$ cat src/common/sdmac_bus_pkg.sv
// ~~~~~~~~~~~~~~~~~~~~~~~~~~~~~~~~~~~~~~~~~~~~~~~~~
// SDMAC bus package
// Host access and DMA data types used on the bus side
// of the register block and the word FIFO
// ~~~~~~~~~~~~~~~~~~~~~~~~~~~~~~~~~~~~~~~~~~~~~~~~~

package sdmac_bus_pkg;

  // Host data path width
  localparam int DATA_W = 32;

  // Byte offset width, covers 0x00 to 0x1F
  localparam int ADDR_W = 5;

  // One host access
  // rd and wr are single-cycle pulses, never high together
  typedef struct packed {
    logic              rd;
    logic              wr;
    logic [ADDR_W-1:0] addr;
    logic [DATA_W-1:0] wdata;
  } host_req_t;

  // Read response
  // rd_valid is high for one cycle, the cycle after rd
  typedef struct packed {
    logic              rd_valid;
    logic [DATA_W-1:0] rd_data;
  } host_rsp_t;

  // One DMA word as held in the FIFO
  typedef logic [DATA_W-1:0] dma_word_t;

endpackage : sdmac_bus_pkg

$ cat src/common/sdmac_reg_pkg.sv
// ~~~~~~~~~~~~~~~~~~~~~~~~~~~~~~~~~~~~~~~~~~~~~~~~~
// SDMAC register package
// Register offsets, CNTR and ISTR field layouts and
// the decoder strobe bundle
// ~~~~~~~~~~~~~~~~~~~~~~~~~~~~~~~~~~~~~~~~~~~~~~~~~

package sdmac_reg_pkg;

  // Register byte offsets
  localparam logic [4:0] CNTR_ADDR    = 5'h08;
  localparam logic [4:0] ACR_ADDR     = 5'h0C;
  localparam logic [4:0] CLR_INT_ADDR = 5'h14;
  localparam logic [4:0] ISTR_ADDR    = 5'h1C;

  // CNTR fields, low bits of the data word
  // intena in bit 0, dir in bit 1
  typedef struct packed {
    logic dir;
    logic intena;
  } cntr_t;

  // ISTR, 9 bits, high bit first
  typedef struct packed {
    logic       rsvd_hi;
    // Sticky interrupt flags
    logic       int_f;
    logic       ints;
    logic       e_int;
    logic       int_p;
    logic [1:0] rsvd_lo;
    // FIFO full and empty as sampled on read
    logic       ff;
    logic       fe;
  } istr_t;

  // Decoder outputs, at most one high per cycle
  typedef struct packed {
    logic cntr_wr;
    logic acr_wr;
    logic clr_int;
    logic istr_rd;
  } reg_strobe_t;

endpackage : sdmac_reg_pkg

$ cat src/fifo/dma_fifo.sv
// ~~~~~~~~~~~~~~~~~~~~~~~~~~~~~~~~~~~~~~~~~~~~~~~~~
// DMA word FIFO
// Show-ahead circular buffer with full and empty
// flags and a transfer pulse per accepted access
// ~~~~~~~~~~~~~~~~~~~~~~~~~~~~~~~~~~~~~~~~~~~~~~~~~

module dma_fifo #(
  // Number of words, power of two
  parameter int FIFO_DEPTH = 8
) (
  input  logic                     clk,
  input  logic                     RESET_,
  input  logic                     push,
  input  sdmac_bus_pkg::dma_word_t push_data,
  input  logic                     pop,
  output sdmac_bus_pkg::dma_word_t pop_data,
  output logic                     full,
  output logic                     empty,
  output logic                     xfer
);

  import sdmac_bus_pkg::*;

  localparam int PTR_W = $clog2(FIFO_DEPTH);
  // Count needs one more bit to reach FIFO_DEPTH
  localparam logic [PTR_W:0] DEPTH_CNT = (PTR_W+1)'(FIFO_DEPTH);

  dma_word_t        mem [FIFO_DEPTH];
  logic [PTR_W-1:0] wr_ptr;
  logic [PTR_W-1:0] rd_ptr;
  logic [PTR_W:0]   count;
  logic             push_ok;
  logic             pop_ok;

  assign full  = (count == DEPTH_CNT);
  assign empty = (count == '0);

  // Push while full is dropped, pop while empty is ignored
  assign push_ok = push && !full;
  assign pop_ok  = pop && !empty;

  // One pulse per cycle with any accepted access
  // a push and pop in the same cycle give one pulse
  assign xfer = push_ok | pop_ok;

  // Storage, no reset on the data
  always_ff @(posedge clk) begin
    if (push_ok) begin
      mem[wr_ptr] <= push_data;
    end
  end

  // Pointers wrap naturally with a power-of-two depth
  always_ff @(posedge clk) begin
    if (!RESET_) begin
      wr_ptr <= '0;
      rd_ptr <= '0;
    end else begin
      if (push_ok) begin
        wr_ptr <= wr_ptr + 1'b1;
      end
      if (pop_ok) begin
        rd_ptr <= rd_ptr + 1'b1;
      end
    end
  end

  // Occupancy, unchanged when both sides move
  always_ff @(posedge clk) begin
    if (!RESET_) begin
      count <= '0;
    end else begin
      case ({push_ok, pop_ok})
        2'b10:   count <= count + 1'b1;
        2'b01:   count <= count - 1'b1;
        default: count <= count;
      endcase
    end
  end

  // Head word is always visible
  assign pop_data = mem[rd_ptr];

  // Occupancy stays within the buffer
  a_count_bound: assert property (@(posedge clk) disable iff (!RESET_)
    count <= DEPTH_CNT);

endmodule : dma_fifo

$ cat src/registers/addr_counter.sv
// ~~~~~~~~~~~~~~~~~~~~~~~~~~~~~~~~~~~~~~~~~~~~~~~~~
// DMA address counter
// Loaded by the host, advances one step for every
// accepted FIFO transfer
// ~~~~~~~~~~~~~~~~~~~~~~~~~~~~~~~~~~~~~~~~~~~~~~~~~

module addr_counter #(
  // Byte step per transferred word
  parameter int ACR_STEP = 4
) (
  input  logic                             clk,
  input  logic                             RESET_,
  input  logic                             acr_wr,
  input  logic [sdmac_bus_pkg::DATA_W-1:0] wdata,
  input  logic                             xfer,
  output logic [sdmac_bus_pkg::DATA_W-1:0] acr
);

  // Step sized to the counter
  localparam logic [$bits(acr)-1:0] STEP = ACR_STEP;

  logic [$bits(acr)-1:0] acr_q;

  // Host load wins over a transfer in the same cycle
  always_ff @(posedge clk) begin
    if (!RESET_) begin
      acr_q <= '0;
    end else if (acr_wr) begin
      acr_q <= wdata;
    end else if (xfer) begin
      // Wraps at the top of the address space
      acr_q <= acr_q + STEP;
    end
  end

  assign acr = acr_q;

endmodule : addr_counter

$ cat src/registers/cntr_reg.sv
// ~~~~~~~~~~~~~~~~~~~~~~~~~~~~~~~~~~~~~~~~~~~~~~~~~
// Control register
// Holds interrupt enable and transfer direction
// ~~~~~~~~~~~~~~~~~~~~~~~~~~~~~~~~~~~~~~~~~~~~~~~~~

module cntr_reg (
  input  logic                             clk,
  input  logic                             RESET_,
  input  logic                             cntr_wr,
  input  logic [sdmac_bus_pkg::DATA_W-1:0] wdata,
  output sdmac_reg_pkg::cntr_t             cntr
);

  import sdmac_reg_pkg::*;

  cntr_t cntr_q;

  // Only the defined fields are kept
  // upper write bits are dropped and read back as zero
  always_ff @(posedge clk) begin
    if (!RESET_) begin
      cntr_q <= '0;
    end else if (cntr_wr) begin
      cntr_q <= wdata[$bits(cntr_t)-1:0];
    end
  end

  // intena feeds the interrupt gate, dir the DMA side
  assign cntr = cntr_q;

endmodule : cntr_reg

$ cat src/registers/istr_reg.sv
// ~~~~~~~~~~~~~~~~~~~~~~~~~~~~~~~~~~~~~~~~~~~~~~~~~
// Interrupt status register
// Sticky interrupt flags, FIFO status sampled on
// read and the active-low interrupt output
// ~~~~~~~~~~~~~~~~~~~~~~~~~~~~~~~~~~~~~~~~~~~~~~~~~

module istr_reg (
  input  logic                 clk,
  input  logic                 RESET_,
  input  logic                 clr_int,
  input  logic                 istr_rd,
  input  logic                 intena,
  input  logic                 int_a,
  input  logic                 full,
  input  logic                 empty,
  output sdmac_reg_pkg::istr_t istr,
  output logic                 int_n
);

  import sdmac_reg_pkg::*;

  logic int_f_q;
  logic ints_q;
  logic e_int_q;
  logic int_p_q;
  logic ff_q;
  logic fe_q;

  // Flags hold until CLR_INT, clear wins over a new set
  always_ff @(posedge clk) begin
    if (!RESET_ || clr_int) begin
      int_f_q <= 1'b0;
      ints_q  <= 1'b0;
      e_int_q <= 1'b0;
      int_p_q <= 1'b0;
    end else begin
      int_f_q <= int_f_q | int_a;
      ints_q  <= ints_q  | int_a;
      e_int_q <= e_int_q | int_a;
      // Pending only when the interrupt is enabled
      int_p_q <= int_p_q | (int_a & intena);
    end
  end

  // FIFO status captured on the ISTR read edge
  always_ff @(posedge clk) begin
    if (!RESET_) begin
      ff_q <= 1'b0;
      fe_q <= 1'b1;
    end else if (istr_rd) begin
      ff_q <= full;
      fe_q <= empty;
    end
  end

  // Status word
  // During the read cycle the live FIFO flags are shown so the
  // decoder captures the same values the sample registers take
  always_comb begin
    istr         = '0;
    istr.int_f   = int_f_q;
    istr.ints    = ints_q;
    istr.e_int   = e_int_q;
    istr.int_p   = int_p_q;
    istr.ff      = istr_rd ? full  : ff_q;
    istr.fe      = istr_rd ? empty : fe_q;
  end

  // Interrupt follows registered enable and live request
  assign int_n = ~(intena & int_a);

  // A disabled interrupt never reaches the host
  a_int_gated: assert property (@(posedge clk) disable iff (!RESET_)
    !intena |-> int_n);

endmodule : istr_reg

$ cat src/verilog/reg_access.sv
// ~~~~~~~~~~~~~~~~~~~~~~~~~~~~~~~~~~~~~~~~~~~~~~~~~
// Host register access
// Decodes host offsets into register strobes and
// returns registered read data one cycle after rd
// ~~~~~~~~~~~~~~~~~~~~~~~~~~~~~~~~~~~~~~~~~~~~~~~~~

module reg_access (
  input  logic                                clk,
  input  logic                                RESET_,
  input  sdmac_bus_pkg::host_req_t            host_req,
  input  sdmac_reg_pkg::cntr_t                cntr,
  input  logic [sdmac_bus_pkg::DATA_W-1:0]    acr,
  input  sdmac_reg_pkg::istr_t                istr,
  output sdmac_reg_pkg::reg_strobe_t          strobe,
  output logic [sdmac_bus_pkg::DATA_W-1:0]    wdata,
  output sdmac_bus_pkg::host_rsp_t            host_rsp
);

  import sdmac_bus_pkg::*;
  import sdmac_reg_pkg::*;

  logic [DATA_W-1:0] rd_mux;
  logic              rd_valid_q;
  logic [DATA_W-1:0] rd_data_q;

  // Write data goes straight to the registers
  assign wdata = host_req.wdata;

  // Strobes, combinational so a write lands on the edge that samples wr
  assign strobe.cntr_wr = host_req.wr && (host_req.addr == CNTR_ADDR);
  assign strobe.acr_wr  = host_req.wr && (host_req.addr == ACR_ADDR);
  assign strobe.clr_int = host_req.wr && (host_req.addr == CLR_INT_ADDR);
  // ISTR read strobe also tells istr_reg to sample the FIFO status
  assign strobe.istr_rd = host_req.rd && (host_req.addr == ISTR_ADDR);

  // Read select
  // CLR_INT is write only and reads as zero like any unmapped offset
  always_comb begin
    rd_mux = '0;
    case (host_req.addr)
      CNTR_ADDR: rd_mux[$bits(cntr_t)-1:0] = cntr;
      ACR_ADDR:  rd_mux = acr;
      ISTR_ADDR: rd_mux[$bits(istr_t)-1:0] = istr;
      default:   rd_mux = '0;
    endcase
  end

  // Valid pulse one cycle after rd
  always_ff @(posedge clk) begin
    if (!RESET_) begin
      rd_valid_q <= 1'b0;
    end else begin
      rd_valid_q <= host_req.rd;
    end
  end

  // Read word captured on the rd edge only
  always_ff @(posedge clk) begin
    if (host_req.rd) begin
      rd_data_q <= rd_mux;
    end
  end

  assign host_rsp.rd_valid = rd_valid_q;
  assign host_rsp.rd_data  = rd_data_q;

  // Host never issues a read and a write together
  a_no_rd_wr: assert property (@(posedge clk) disable iff (!RESET_)
    !(host_req.rd && host_req.wr));

  // At most one register is touched per cycle
  a_strobe_onehot: assert property (@(posedge clk) disable iff (!RESET_)
    $onehot0(strobe));

endmodule : reg_access

$ cat src/verilog/sdmac_regs_top.sv
// ~~~~~~~~~~~~~~~~~~~~~~~~~~~~~~~~~~~~~~~~~~~~~~~~~
// SDMAC host register block, top level
// Host decoder, CNTR, ACR, ISTR and the DMA FIFO
// ~~~~~~~~~~~~~~~~~~~~~~~~~~~~~~~~~~~~~~~~~~~~~~~~~

module sdmac_regs_top #(
  parameter int FIFO_DEPTH = 8,
  parameter int ACR_STEP   = 4
) (
  input  logic                             clk,
  input  logic                             RESET_,
  // Host side
  input  sdmac_bus_pkg::host_req_t         host_req,
  output sdmac_bus_pkg::host_rsp_t         host_rsp,
  // Interrupt request in, active-low interrupt out
  input  logic                             int_a,
  output logic                             int_n,
  // DMA side
  input  logic                             push,
  input  sdmac_bus_pkg::dma_word_t         push_data,
  input  logic                             pop,
  output sdmac_bus_pkg::dma_word_t         pop_data,
  output logic                             full,
  output logic                             empty,
  output logic [sdmac_bus_pkg::DATA_W-1:0] dma_addr
);

  import sdmac_bus_pkg::*;
  import sdmac_reg_pkg::*;

  reg_strobe_t       strobe;
  logic [DATA_W-1:0] wdata;
  cntr_t             cntr;
  istr_t             istr;
  logic              xfer;

  // Decoder and read mux
  reg_access u_reg_access (
    .clk      (clk),
    .RESET_   (RESET_),
    .host_req (host_req),
    .cntr     (cntr),
    .acr      (dma_addr),
    .istr     (istr),
    .strobe   (strobe),
    .wdata    (wdata),
    .host_rsp (host_rsp)
  );

  cntr_reg u_cntr_reg (
    .clk     (clk),
    .RESET_  (RESET_),
    .cntr_wr (strobe.cntr_wr),
    .wdata   (wdata),
    .cntr    (cntr)
  );

  // Status flags and interrupt gate
  istr_reg u_istr_reg (
    .clk     (clk),
    .RESET_  (RESET_),
    .clr_int (strobe.clr_int),
    .istr_rd (strobe.istr_rd),
    .intena  (cntr.intena),
    .int_a   (int_a),
    .full    (full),
    .empty   (empty),
    .istr    (istr),
    .int_n   (int_n)
  );

  // ACR doubles as the DMA address output
  addr_counter #(
    .ACR_STEP (ACR_STEP)
  ) u_addr_counter (
    .clk    (clk),
    .RESET_ (RESET_),
    .acr_wr (strobe.acr_wr),
    .wdata  (wdata),
    .xfer   (xfer),
    .acr    (dma_addr)
  );

  dma_fifo #(
    .FIFO_DEPTH (FIFO_DEPTH)
  ) u_dma_fifo (
    .clk       (clk),
    .RESET_    (RESET_),
    .push      (push),
    .push_data (push_data),
    .pop       (pop),
    .pop_data  (pop_data),
    .full      (full),
    .empty     (empty),
    .xfer      (xfer)
  );

endmodule : sdmac_regs_top
$ cat config.mk
export PLATFORM = sky130hd
export DESIGN_NAME = sdmac_regs_top
export DESIGN_NICKNAME = d
export VERILOG_FILES = /design/src/common/sdmac_bus_pkg.sv /design/src/common/sdmac_reg_pkg.sv /design/src/fifo/dma_fifo.sv /design/src/registers/addr_counter.sv /design/src/registers/cntr_reg.sv /design/src/registers/istr_reg.sv /design/src/verilog/reg_access.sv /design/src/verilog/sdmac_regs_top.sv
export SDC_FILE = /design/constraint.sdc
export NUM_CORES = 1
export LEC_CHECK = 0
export BUFFER_PORTS_ARGS = -buffer_cell sky130_fd_sc_hd__buf_2
export CAP_MARGIN = 20
export CORE_MARGIN = 2
export CORE_UTILIZATION = 47
export DETAILED_ROUTE_END_ITERATION = 6
export PLACE_DENSITY = 0.78
export REMOVE_ABC_BUFFERS = 1
export SLEW_MARGIN = 20
export SYNTH_ARGS = -nofsm -noshare
export SYNTH_HDL_FRONTEND = slang
export SYNTH_SLANG_ARGS = --single-unit
$ cat constraint.sdc
create_clock -name clk -period 9.6 [get_ports clk]
set_input_delay 0.48 -clock clk [delete_from_list [all_inputs] [get_ports clk]]
set_output_delay 0.48 -clock clk [all_outputs]
set_load 0.005 [all_outputs]
* Word-level counts from Yosys, hierarchy flattened *
Memories as Yosys holds them, arrays and structs flattened. A register that Yosys moved wholly into a read port is not among the register bits.
Cells that the tools add are included.

word-level totals
  register bits after elaboration = 83
  bits in latches = 0
  bits in writable memories = 256
  memory bits (read-only) = 0
  input port bits = 76
  output and inout port bits = 100
  memories kept = 1

memory list
  name            depth  bits a word  read ports  clocked after Yosys merged registers in  write ports  line            text
  u_dma_fifo.mem  8      32           1           1                                        1            dma_fifo.sv:28  dma_word_t mem [FIFO_DEPTH];

cells by class
  add/sub/neg operators = 5
  multiply operators = 0
  div/mod/pow operators = 0
  $lt $le $gt $ge = 0
  eq/ne operators = 7
  shifts and indexed selects = 0
  mux-type cells = 11
  bitwise logic cells = 7
  reductions and logical operators = 13

operator list
  operator                 number
  $mux W32                 2
  $add A32 B3 Y32 const B  1
  $pmux W7 S2              1
  $eq A5 B4 Y1 const B     2
  $eq A5 B5 Y1 const B     2
  $pmux W4 S2              1
  $add A3 B1 Y3 const B    2
  $logic_and A1 B1 Y1      6
  $mux W3                  2
  $pmux W2 S3              1
  $or A1 B1 Y1             5
  $add A4 B1 Y4 const B    1
  $eq A4 B4 Y1 const B     1
  $logic_not A4 Y1         1
  $mux W1                  4
  $reduce_bool A2 Y1       2
  $sub A4 B1 Y4 const B    1
  $logic_not A1 Y1         3
  $eq A2 B1 Y1 const B     1
  $eq A2 B2 Y1 const B     1
  $and A1 B1 Y1            1
  $logic_or A1 B1 Y1       1
  $not A1 Y1               1

* Logic depth before layout (Yosys ltp) *
Gate-level depths: netlist of run 1.

  depth in word-level cells = 6
  gate-level depth with buffers = 10
  depth with buffers taken out = 10

* Modules after synthesis *
From an unflattened synthesis of run 1, not the netlist that was laid out.

unflattened totals
  cell total of the unflattened synthesis = 834
  area total of the unflattened synthesis = 14102.3 sq um

by module, submodules not included
  module        instances  cells each  area each (sq um)  sequential area each (sq um)
  dma_fifo      1          448         10293.6            7947.6
  addr_counter  1          233         1864.3             640.6
  reg_access    1          118         1607.8             980.9
  istr_reg      1          29          264.0              120.1
  cntr_reg      1          6           72.6               40.0

* Worst setup path after synthesis of run 1 *
OpenSTA, ideal clock, no wires.

  path type = flip-flop to flip-flop
  from = reg u_dma_fifo.count[0]
  to = mem u_dma_fifo.mem[0][0] in the netlist's numbering, enable pin
  arrival = 3.994 ns
  required time = 9.098 ns
  setup slack = 5.104 ns
  cell stages (with the launch flop) = 5
  path buffers = 1
  period minus slack after synthesis = 4.496 ns
  cell sequence = dfxtp_1 > or4b_2 > clkbuf_1 > nand2_1 > nor4_1

between the ends
  cells in the longest elaborated chain, start to end = 5

RTL lines
  item                           line            text
  from (decl)                    dma_fifo.sv:31  logic [PTR_W:0] count;
  from (signal assigned)         dma_fifo.sv:74  2'b10: count <= count + 1'b1;
  from (signal assigned)         dma_fifo.sv:75  2'b01: count <= count - 1'b1;
  from (signal assigned)         dma_fifo.sv:76  default: count <= count;
  $eq A4 B4 Y1                   dma_fifo.sv:35  assign full = (count == DEPTH_CNT);
  $logic_not A1 Y1               dma_fifo.sv:39  assign push_ok = push && !full;
  $logic_and A1 B1 Y1            dma_fifo.sv:39
  $mux W1                        dma_fifo.sv:48  if (push_ok) begin
  $mux W1 (not written as such)  dma_fifo.sv:49  mem[wr_ptr] <= push_data;
  to (decl)                      dma_fifo.sv:28

Every way passes these cells.

==> flow_summary.toml, run 1 <==
[run_status]
run_status = "completed"

[sta]
worst_slew_margin_rel_pct = 32.5
total_negative_setup_slack_ns = 0
final_max_slew_viol_count = 0
max_clock_freq_mhz = 290
timing_hold_violations_final = 0
layout_worst_path_cycle_share_pct = 35.9
grt_setup_unrepaired = "no"
clock-skew-final_ns = 0.0185
timing.final.crit_period_ns = 3.45
max_slew.worst_pin.slew_ns = 1.01
finalSetupViolations = 0

[yosys]
yosys.area_share.xor_xnor_pct = 1.15
synthDistinctLibCells = 52
yosys.area.top_type = "sky130_fd_sc_hd__edfxtp_1"
synth-seq-area-share_pct = 71.2
synth_compound_area_share_pct = 3.66
netlist_top_cells_count = "sky130_fd_sc_hd__edfxtp_1 (288), sky130_fd_sc_hd__mux4_2 (64), sky130_fd_sc_hd__dfxtp_1 (54)"
dominantRegCellSynth = "sky130_fd_sc_hd__edfxtp_1"
postSynthCellCount = 796
yosysMostFrequentCell = "sky130_fd_sc_hd__edfxtp_1"
synth.area.top_cells = "sky130_fd_sc_hd__edfxtp_1 (63%), sky130_fd_sc_hd__mux4_2 (11%), sky130_fd_sc_hd__dfxtp_1 (7.9%)"
post_synth_edffs = 288
synth_area_per_cell_sq_um = 17.2
number_of_storage_elements_in_the_synthesis_netlist = 342
ys_warn_count = 0
synthMuxAreaShare_pct = 14.1
synth_fa_ha_area_share_pct = 0.641
synthSimpleGateAreaFrac_pct = 7.63
synth_top_area_share_pct = 63.3
synth_area_sq_mm = 0.0137
asyncSetResetFlopFracSynth_pct = 0
synth_top_family_by_area = "multiplexers"

[cts]
tritoncts = "done"
clkLatencyLatePin_ns = 0.52
cts_max_path_buffers = 3
h-tree-depth = 2
cts_buffers = 37
cts_setup_buffers = 0
clockRootBuffer = "sky130_fd_sc_hd__clkbuf_16"
cts.clk_slew.worst_paths_ns = 0.06
post_cts_hold_buffer_count = 0
post_cts.resized_instances = 0
cts.sinks = 342

[finish]
finish.cell_count_without_fillers = 1394
flow.area_growth_from_synthesis_pct = 18.9
multi_input_comb_area_sq_mm = 0.00376
ant_diodes = 0
top_register = "u_dma_fifo.mem"
final_nets = 1065
sequential_cell_area_sq_mm = 0.00974
fillCellCount = 2194
largest_register_ff_count = 256
ratio_of_cells_with_drive_above_1_in_the_final_layout_pct = 35.7

[detailed_routing]
via_per_inst = 5.66
detail_route.wl_per_cell_microns = 21.9
drt_iter0_markers = 502
drc = 0
ant_nets = 0
drt_wirelength_mm = 30.5
vias = 7894
first_drt_pass_iteration_count = 6

[global_route]
groute.usage.overall_pct = 20.0
first_global_vias = 8151
largest_net_degree_at_the_start_of_global_routing = 65
grt_first_pass_wirelength_mm = 46.5
grt_antenna_before_repair = 1
grt_overflow_total = 0

[worst_setup_path]
required_ns = 9.12
worst-r2r-setup-slack_ns = 6.50
critical_path_buffer_and_inverter_count = 2
path_delay_family = "multiplexers"
worst_path_largest_cell_delay_ns = 0.75
critical_path.slowest_cell = "sky130_fd_sc_hd__buf_4"
end_kind = "output port"
critical_path.reg2reg.endpoint = "u_addr_counter.acr[24]"
crit_fanout = 42
count_of_cells_along_the_worst_register_to_register_path = 7
critical_path.reg2reg.startpoint = "u_dma_fifo.count[1]"
path_cells = "buf_4, mux4_2, mux2_2, buf_2"
worst-path-stages = 4
worstPathArrival_ns = 2.97
worstSetupStartpointType = "register"
critPathKind = "register to output port"

[hold_path]
hold_path_class = "input pin to register"
min-delay-start = "host_req[26]"
timing.hold.worst_path_depth = 3
worst_hold_path.endpoint = "u_addr_counter.acr[26]"

[floorplanning]
core_sq_mm = 0.0287
number_of_i_o_pins = 176
die_area_sq_mm = 0.0305
start_util_pct = 47.6
die_width_microns = 175
floorplan.die.height_microns = 175
row_count = 62

[pwr]
pwr-share-seq_pct = 45.9
power.clock.fraction_pct = 36.6
combPwrFrac_pct = 17.5
p_leak_uw = 0.00562
power_per_cell_area_mw_per_mm2 = 239
net_switching_power_figure_uw = 954
peakVddDrop_uv = 139
switching_share_pct = 24.5
cell_internal_pwr_uw = 2940

[placed_design]
dp_hpwl_mm = 17.5
dpl.cell_count = 1326
gp_routability_congestion = 0.845
buffer_ports.inserted = 175

[flow_run]
cap_viol_max_count = 0
[cell families after synthesis]
| logic type | count (synthesis) |
|---|---|
| and+or+nand+nor | 189 |
| buffers and inverters | 53 |
| adders and majority gates | 7 |
| xor gates and xnor gates | 18 |
| AOI/OAI and AO/OA | 79 |
| muxes | 108 |
| DFF | 342 |
[cells in the final DEF (no fill, tap or decap), types with 13 or more instances in the layout]
| master | count |
|---|---|
| sky130_fd_sc_hd__and2_1 | 22 |
| sky130_fd_sc_hd__dfxtp_1 | 51 |
| sky130_fd_sc_hd__edfxtp_1 | 288 |
| sky130_fd_sc_hd__mux2_2 | 32 |
| sky130_fd_sc_hd__nand2_1 | 31 |
| sky130_fd_sc_hd__clkbuf_16 | 38 |
| sky130_fd_sc_hd__buf_4 | 13 |
| sky130_fd_sc_hd__nor2_1 | 38 |
| sky130_fd_sc_hd__o21ai_0 | 23 |
| sky130_fd_sc_hd__buf_2 | 175 |
| sky130_fd_sc_hd__mux4_2 | 64 |
| sky130_fd_sc_hd__a21oi_1 | 14 |
| sky130_fd_sc_hd__nand3_1 | 17 |
[through the flow]
stage	utilization, %	instance area, sq um	setup WS [ns]	total power (uW)	hold WS (ns)
floorplan	-	13500	5.23	2270	0.437
global placement	52.2	15000	6.65	2480	0.455
detailed placement	52.2	15000	6.54	2500	0.462
CTS	56.5	16200	6.02	3930	0.181
global route	56.6	16200	5.92	4050	0.210
finish	56.6	16200	6.15	3890	0.202
[worst min-delay path, stage by stage]
cell	delay, ns
sky130_fd_sc_hd__buf_2	0.07
sky130_fd_sc_hd__nand3_1	0.05
sky130_fd_sc_hd__nand3b_1	0.07
[how the worst max path moves through the flow]
stage	endpoint	slack (ns)	start
4_1_cts	pop_data[14]	6.02	register
6_report	pop_data[7]	6.15	register
3_3_place_gp	pop_data[11]	6.65	register
3_5_place_dp	u_addr_counter.acr[24]	6.54	u_dma_fifo.count[0]
5_1_grt	pop_data[7]	5.92	register
2_1_floorplan	u_dma_fifo.mem[0][0]	5.23	u_dma_fifo.count[0]
[layer usage]
metal,wire (microns),share of wire (%),GRT usage (%)
met1,12200,40,25.0
met2,15600,51,35.2
met3,2060,6.7,4.05
met4,656,2.2,6.04
met5,13,0.043,0
[area by class of cell]
| class | instances | share of cell area (%) |
|---|---|---|
| Sequential cell | 342 | 59.9 |
| Multi-Input combinational cell | 401 | 23.1 |
| Timing Repair Buffer | 189 | 6.16 |
| Clock buffer | 41 | 5.92 |
| Tap cell | 384 | 2.96 |
| Clock inverter | 26 | 1.65 |
| Inverter | 11 | 0.254 |
[power by group through the flow]
stage / logic (uW) / clock network (uW) / registers (uW)
2_1_floorplan: 429 / 0 / 1850
3_3_place_gp: 668 / 0 / 1810
3_5_place_dp: 685 / 0 / 1820
4_1_cts: 695 / 1450 / 1790
5_1_grt: 740 / 1510 / 1800
6_report: 682 / 1420 / 1780
(Power assumes the default switching activity.)
==> run 2, diff against run 1 <==
--- a/config.mk
+++ b/config.mk
@@ -10,7 +10,7 @@
 export CORE_MARGIN = 2
 export CORE_UTILIZATION = 47
 export DETAILED_ROUTE_END_ITERATION = 6
-export PLACE_DENSITY = 0.78
+export PLACE_DENSITY = 0.81
 export REMOVE_ABC_BUFFERS = 1
 export SLEW_MARGIN = 20
 export SYNTH_ARGS = -nofsm -noshare
==> constraint.sdc (replaced) <==
create_clock -name clk -period 3.1 [get_ports clk]
set_input_delay 0.155 -clock clk [delete_from_list [all_inputs] [get_ports clk]]
set_output_delay 0.155 -clock clk [all_outputs]
set_load 0.005 [all_outputs]
==> run 2 against run 1 <==
Effect of this change:
- cell area increased by 3.7%
- setup slack got worse by 5.9 ns
- non-clock buffer count rose by 71
- critical endpoint is now u_addr_counter.acr[19]
- final cell count increased by 4.8%
==> flow_summary.toml, run 2 (synthesis gave the netlist of run 1 again) <==
[sta]
total_negative_setup_slack_ns = 0
max_clock_freq_mhz = 352
finalSetupViolations = 0
layout_worst_path_cycle_share_pct = 91.7
grt_setup_unrepaired = "no"
worst_slew_margin_rel_pct = 39.1
clock-skew-final_ns = 0.0171
timing.final.crit_period_ns = 2.84
timing_hold_violations_final = 0
final_max_slew_viol_count = 0
max_slew.worst_pin.slew_ns = 0.905
timing.final.ws_setup_ns = 0.258

[detailed_routing]
drt_wirelength_mm = 31.3
first_drt_pass_iteration_count = 5
ant_nets = 0
drt_iter0_markers = 543
drc = 0
detail_route.wl_per_cell_microns = 21.4
vias = 8255
via_per_inst = 5.65

[floorplanning]
row_count = 62
start_util_pct = 47.6
number_of_i_o_pins = 176
die_width_microns = 175
floorplan.die.height_microns = 175
core_sq_mm = 0.0287
die_area_sq_mm = 0.0305

[finish]
top_register = "u_dma_fifo.mem"
largest_register_ff_count = 256
layout.cells.most_common = "sky130_fd_sc_hd__edfxtp_1"
final_nets = 1135
final_cell_mix = "sky130_fd_sc_hd__edfxtp_1 (288), sky130_fd_sc_hd__buf_2 (175), sky130_fd_sc_hd__dlygate4sd3_1 (65), sky130_fd_sc_hd__mux4_2 (64), sky130_fd_sc_hd__dfxtp_1 (52)"
final_core_util_pct = 58.7
ant_diodes = 0
ratio_of_cells_with_drive_above_1_in_the_final_layout_pct = 33.1
flow.area_growth_from_synthesis_pct = 23.3
post_route_standard_cell_area_excluding_fillers_sq_mm = 0.0168
finish.cell_count_without_fillers = 1461

[worst_setup_path]
crit_fanout = 12
end_kind = "register"
required_ns = 3.54
worstPathArrival_ns = 3.28
critPathKind = "register to register"
worstSetupStartpointType = "register"

[cts]
post_cts.resized_instances = 0
clkLatencyLatePin_ns = 0.52
cts.sinks = 342
cts.clk_slew.worst_paths_ns = 0.06
cts_buffers = 36
h-tree-depth = 2
tritoncts = "done"
cts_max_path_buffers = 3
clockRootBuffer = "sky130_fd_sc_hd__clkbuf_16"

[placed_design]
dp_hpwl_mm = 18.0
dpl.cell_count = 1333
buffer_ports.inserted = 175
dp_worst_setup_slack_ns = 0.273
gp_routability_congestion = 0.843
placed_area_sq_mm = 0.0151

[pwr]
p_leak_uw = 0.00586
peakVddDrop_uv = 430
power_per_cell_area_mw_per_mm2 = 706

[flow_run]
cap_viol_max_count = 0

[hold_path]
hold_path_class = "input pin to register"

[global_route]
groute.usage.overall_pct = 20.4
grt_first_pass_wirelength_mm = 47.6
grt_antenna_before_repair = 1
largest_net_degree_at_the_start_of_global_routing = 65
grt_overflow_total = 0
first_global_vias = 8465

[run_status]
run_status = "completed"
-- run 2: cell types whose count changed in the layout (fill, tap and decap cells not counted), sizes merged --
cell / previous run / this run
buf: 189 / 195
dlygate4sd3: 0 / 65
clkinv: 20 / 8
clkbuf: 41 / 51
inv: 11 / 12
bufinv: 5 / 2
-- run 2: through the flow --
step / hold slack (ns) / total power (uW)
detailed placement: 0.403 / 7830
global placement: 0.392 / 7740
CTS: 0.00279 / 12000
finish: 0.0248 / 11900
floorplan: 0.244 / 7040
global route: 0.00619 / 12400
-- run 2: critical path, cell delays in order (launching register included) --
cell,delay [ns]
sky130_fd_sc_hd__dfxtp_1,0.44
sky130_fd_sc_hd__or4_1,0.24
sky130_fd_sc_hd__nand2_1,0.14
sky130_fd_sc_hd__ha_1,0.32
sky130_fd_sc_hd__nand4b_4,0.30
sky130_fd_sc_hd__or4_4,0.64
sky130_fd_sc_hd__or4_1,0.52
sky130_fd_sc_hd__a31oi_1,0.16
-- run 2: final timing paths --
path,depth (start not counted),to,slack [ns],startpoint
worst max register to register,7,u_addr_counter.acr[19],0.26,u_dma_fifo.count[0]
worst max-delay path,7,u_addr_counter.acr[19],0.26,u_dma_fifo.count[0]
worst min register to register,2,u_istr_reg.ints_q,0.48,u_istr_reg.ints_q
worst min-delay path,3,u_istr_reg.int_f_q,0.02,host_req[32]
-- run 2: timing repair --
action | 4_1_cts | 5_1_grt
endpoints found under the hold margin | 295 | 0
setup buffers | 0 | 0
hold buffers | 65 | 0
-- run 2: layout make-up --
type                       instances  area [sq um]
fill                            2133         11900
multi-input combinational        401          3760
inverter                          11          41.3
tap                              384           480
sequential                       342          9730
timing repair buffer             260          1700
clock buffer                      51           998
clock inverter                    12           129
-- run 2: report_power, final --
group | switching, uW | internal, uW | total, uW
combinational | 1010 | 1230 | 2230
sequential | 237 | 5290 | 5530
clock | 1710 | 2420 | 4130
total | 2950 | 8940 | 11900
-- run 2: routing by layer --
| metal | track usage [%] | vias to the layer above | routed length [microns] |
|---|---|---|---|
| met1 | 26.1 | 4170 | 12400 |
| met2 | 35.4 | 358 | 15800 |
| met3 | 4.40 | 51 | 2360 |
| met5 | 0 | - | 13 |
| li1 | - | 3674 | - |
| met4 | 5.52 | 2 | 648 |
==> run 3, diff against run 2 <==
--- a/config.mk
+++ b/config.mk
@@ -7,10 +7,10 @@
 export LEC_CHECK = 0
 export BUFFER_PORTS_ARGS = -buffer_cell sky130_fd_sc_hd__buf_2
 export CAP_MARGIN = 20
-export CORE_MARGIN = 2
-export CORE_UTILIZATION = 47
+export CORE_MARGIN = 10
+export CORE_UTILIZATION = 29
 export DETAILED_ROUTE_END_ITERATION = 6
-export PLACE_DENSITY = 0.81
+export PLACE_DENSITY = 0.58
 export REMOVE_ABC_BUFFERS = 1
 export SLEW_MARGIN = 20
 export SYNTH_ARGS = -nofsm -noshare
==> run 3 against run 2 <==
Effect of this change:
- clock skew fell by 0.0072 ns
- clock-buffer cell count fell by 1
- first-iteration DRC count shrank 10%
- hold slack improved by 0.023 ns
- critical path type unchanged
- critical endpoint is now u_addr_counter.acr[23]
- largest cell class unchanged
- highest routed layer unchanged
==> flow_summary.toml, run 3 (synthesis gave the netlist of run 1 again) <==
[global_route]
grt_first_pass_wirelength_mm = 54.0
grt_antenna_before_repair = 3
first_global_vias = 8821
largest_net_degree_at_the_start_of_global_routing = 65
grt_overflow_total = 0
groute.usage.overall_pct = 12.3

[worst_setup_path]
critical_path.reg2reg.startpoint = "u_dma_fifo.count[0]"
critPathKind = "register to register"
worst_path_largest_cell_delay_ns = 0.66
timing.critical_path.from = "u_dma_fifo.count[0]"
worst-r2r-setup-slack_ns = 0.29
path_delay_family = "simple AND/OR/NAND/NOR gates"
critical_path_buffer_and_inverter_count = 0
path_cells = "or4b_2, nand2_1, ha_1, nand4b_4, or4_4, or4_1, a31oi_1"
worstPathArrival_ns = 3.28
critical_path.reg2reg.endpoint = "u_addr_counter.acr[23]"
worst_setup_path_endpoint = "u_addr_counter.acr[23]"
worst-path-stages = 7
count_of_cells_along_the_worst_register_to_register_path = 7
worstSetupStartpointType = "register"
crit_fanout = 12
critical_path.slowest_cell = "sky130_fd_sc_hd__or4_4"
required_ns = 3.57
end_kind = "register"

[floorplanning]
core_sq_mm = 0.0466
row_count = 79
floorplan.die.height_microns = 237
start_util_pct = 29.4
number_of_i_o_pins = 176
die_width_microns = 237
die_area_sq_mm = 0.0562

[sta]
layout_worst_path_cycle_share_pct = 90.6
max_slew.worst_pin.slew_ns = 0.971
worst_slew_margin_rel_pct = 34.9
clock-skew-final_ns = 0.00989
grt_setup_unrepaired = "no"
finalSetupViolations = 0
max_clock_freq_mhz = 356
timing.final.crit_period_ns = 2.81
timing_hold_violations_final = 0
timing.final.ws_setup_ns = 0.290
total_negative_setup_slack_ns = 0
timing.hold.ws_ns = 0.0482
final_max_slew_viol_count = 0

[cts]
clkLatencyLatePin_ns = 0.54
cts_buffers = 39
cts.sinks = 342
h-tree-depth = 2
post_cts.resized_instances = 0
cts_setup_buffers = 0
post_cts_hold_buffer_count = 69
cts.clk_slew.worst_paths_ns = 0.06
tritoncts = "done"
cts_max_path_buffers = 3
clockRootBuffer = "sky130_fd_sc_hd__clkbuf_16"

[hold_path]
hold_path_class = "input pin to register"
min-delay-start = "host_req[37]"

[detailed_routing]
drc = 0
ant_nets = 0
via_per_inst = 4.81
vias = 8164
first_drt_pass_iteration_count = 5
drt_iter0_markers = 488
drt_wirelength_mm = 34.5
detail_route.wl_per_cell_microns = 20.3

[finish]
flow.area_growth_from_synthesis_pct = 26.6
ant_diodes = 0
top_register = "u_dma_fifo.mem"
ratio_of_cells_with_drive_above_1_in_the_final_layout_pct = 33.4
final_cell_mix = "sky130_fd_sc_hd__edfxtp_1 (288), sky130_fd_sc_hd__buf_2 (175), sky130_fd_sc_hd__dlygate4sd3_1 (69), sky130_fd_sc_hd__mux4_2 (64), sky130_fd_sc_hd__dfxtp_1 (51)"
largest_register_ff_count = 256
finish.cell_count_without_fillers = 1697
layout.cells.most_common = "sky130_fd_sc_hd__edfxtp_1"
final_nets = 1146

[run_status]
run_status = "completed"

[pwr]
peakVddDrop_uv = 399
p_leak_uw = 0.00594
overall_power_uw = 12300
power_per_cell_area_mw_per_mm2 = 708

[placed_design]
buffer_ports.inserted = 175
dp_hpwl_mm = 21.2
dpl.cell_count = 1560
gp_routability_congestion = 0.785
dp_worst_setup_slack_ns = 0.316

[flow_run]
cap_viol_max_count = 0
==> run 3: changes by cell type in the layout (fill, tap and decap cells not counted), sizes merged <==
cell	change
buf	+4
clkbuf	-1
clkinv	+5
clkinvlp	-1
inv	+1
bufinv	+1
dlygate4sd3	+4
==> run 3: worst min-delay path by stage <==
stage / endpoint / slack [ns] / depth (start not counted)
after floorplan: u_istr_reg.fe_q / 0.24 / 1
after global placement: u_addr_counter.acr[26] / 0.40 / 3
after detailed placement: u_addr_counter.acr[29] / 0.40 / 3
after CTS: u_cntr_reg.cntr[0] / 0.006 / 4
after global routing: u_addr_counter.acr[31] / 0.06 / 4
final: u_cntr_reg.cntr[0] / 0.05 / 4
==> run 3: report_power, final <==
part | internal [uW] | switching, uW
clock | 2620 | 1800
combinational | 1250 | 1040
sequential | 5290 | 240
total | 9170 | 3080
==> run 3: area by class of cell <==
cell class                      count  area, sq um
Fill cell                        4361        29300
Sequential cell                   342         9740
Multi-Input combinational cell    401         3760
Timing Repair Buffer              268         1780
Clock buffer                       50         1040
Tap cell                          607          759
Clock inverter                     18          179
Inverter                           11         41.3
==> run 3: metal layers <==
| metal | vias up | global-route usage [%] | share of wire [%] | wire length (microns) |
|---|---|---|---|---|
| li1 | 3709 | - | - | - |
| met1 | 4137 | 15.6 | 43 | 14900 |
| met2 | 256 | 19.4 | 46 | 15900 |
| met3 | 56 | 4.74 | 8.5 | 2950 |
| met4 | 6 | 3.30 | 1.9 | 653 |
| met5 | - | 0 | 0.11 | 39 |
==> run 3: worst register-to-register path, cell delays in order, from the launching register on <==
cell                       delay, ns
sky130_fd_sc_hd__dfxtp_1        0.44
sky130_fd_sc_hd__or4b_2         0.23
sky130_fd_sc_hd__nand2_1        0.11
sky130_fd_sc_hd__ha_1           0.29
sky130_fd_sc_hd__nand4b_4       0.30
sky130_fd_sc_hd__or4_4          0.66
sky130_fd_sc_hd__or4_1          0.53
sky130_fd_sc_hd__a31oi_1        0.18
==> run 3: per-stage QoR <==
step	util [%]	area [sq um]
after global placement	33.1	15400
after CTS	37.2	17300
final	37.2	17300
after floorplan	-	13500
after global routing	37.2	17300
after detailed placement	33.1	15400
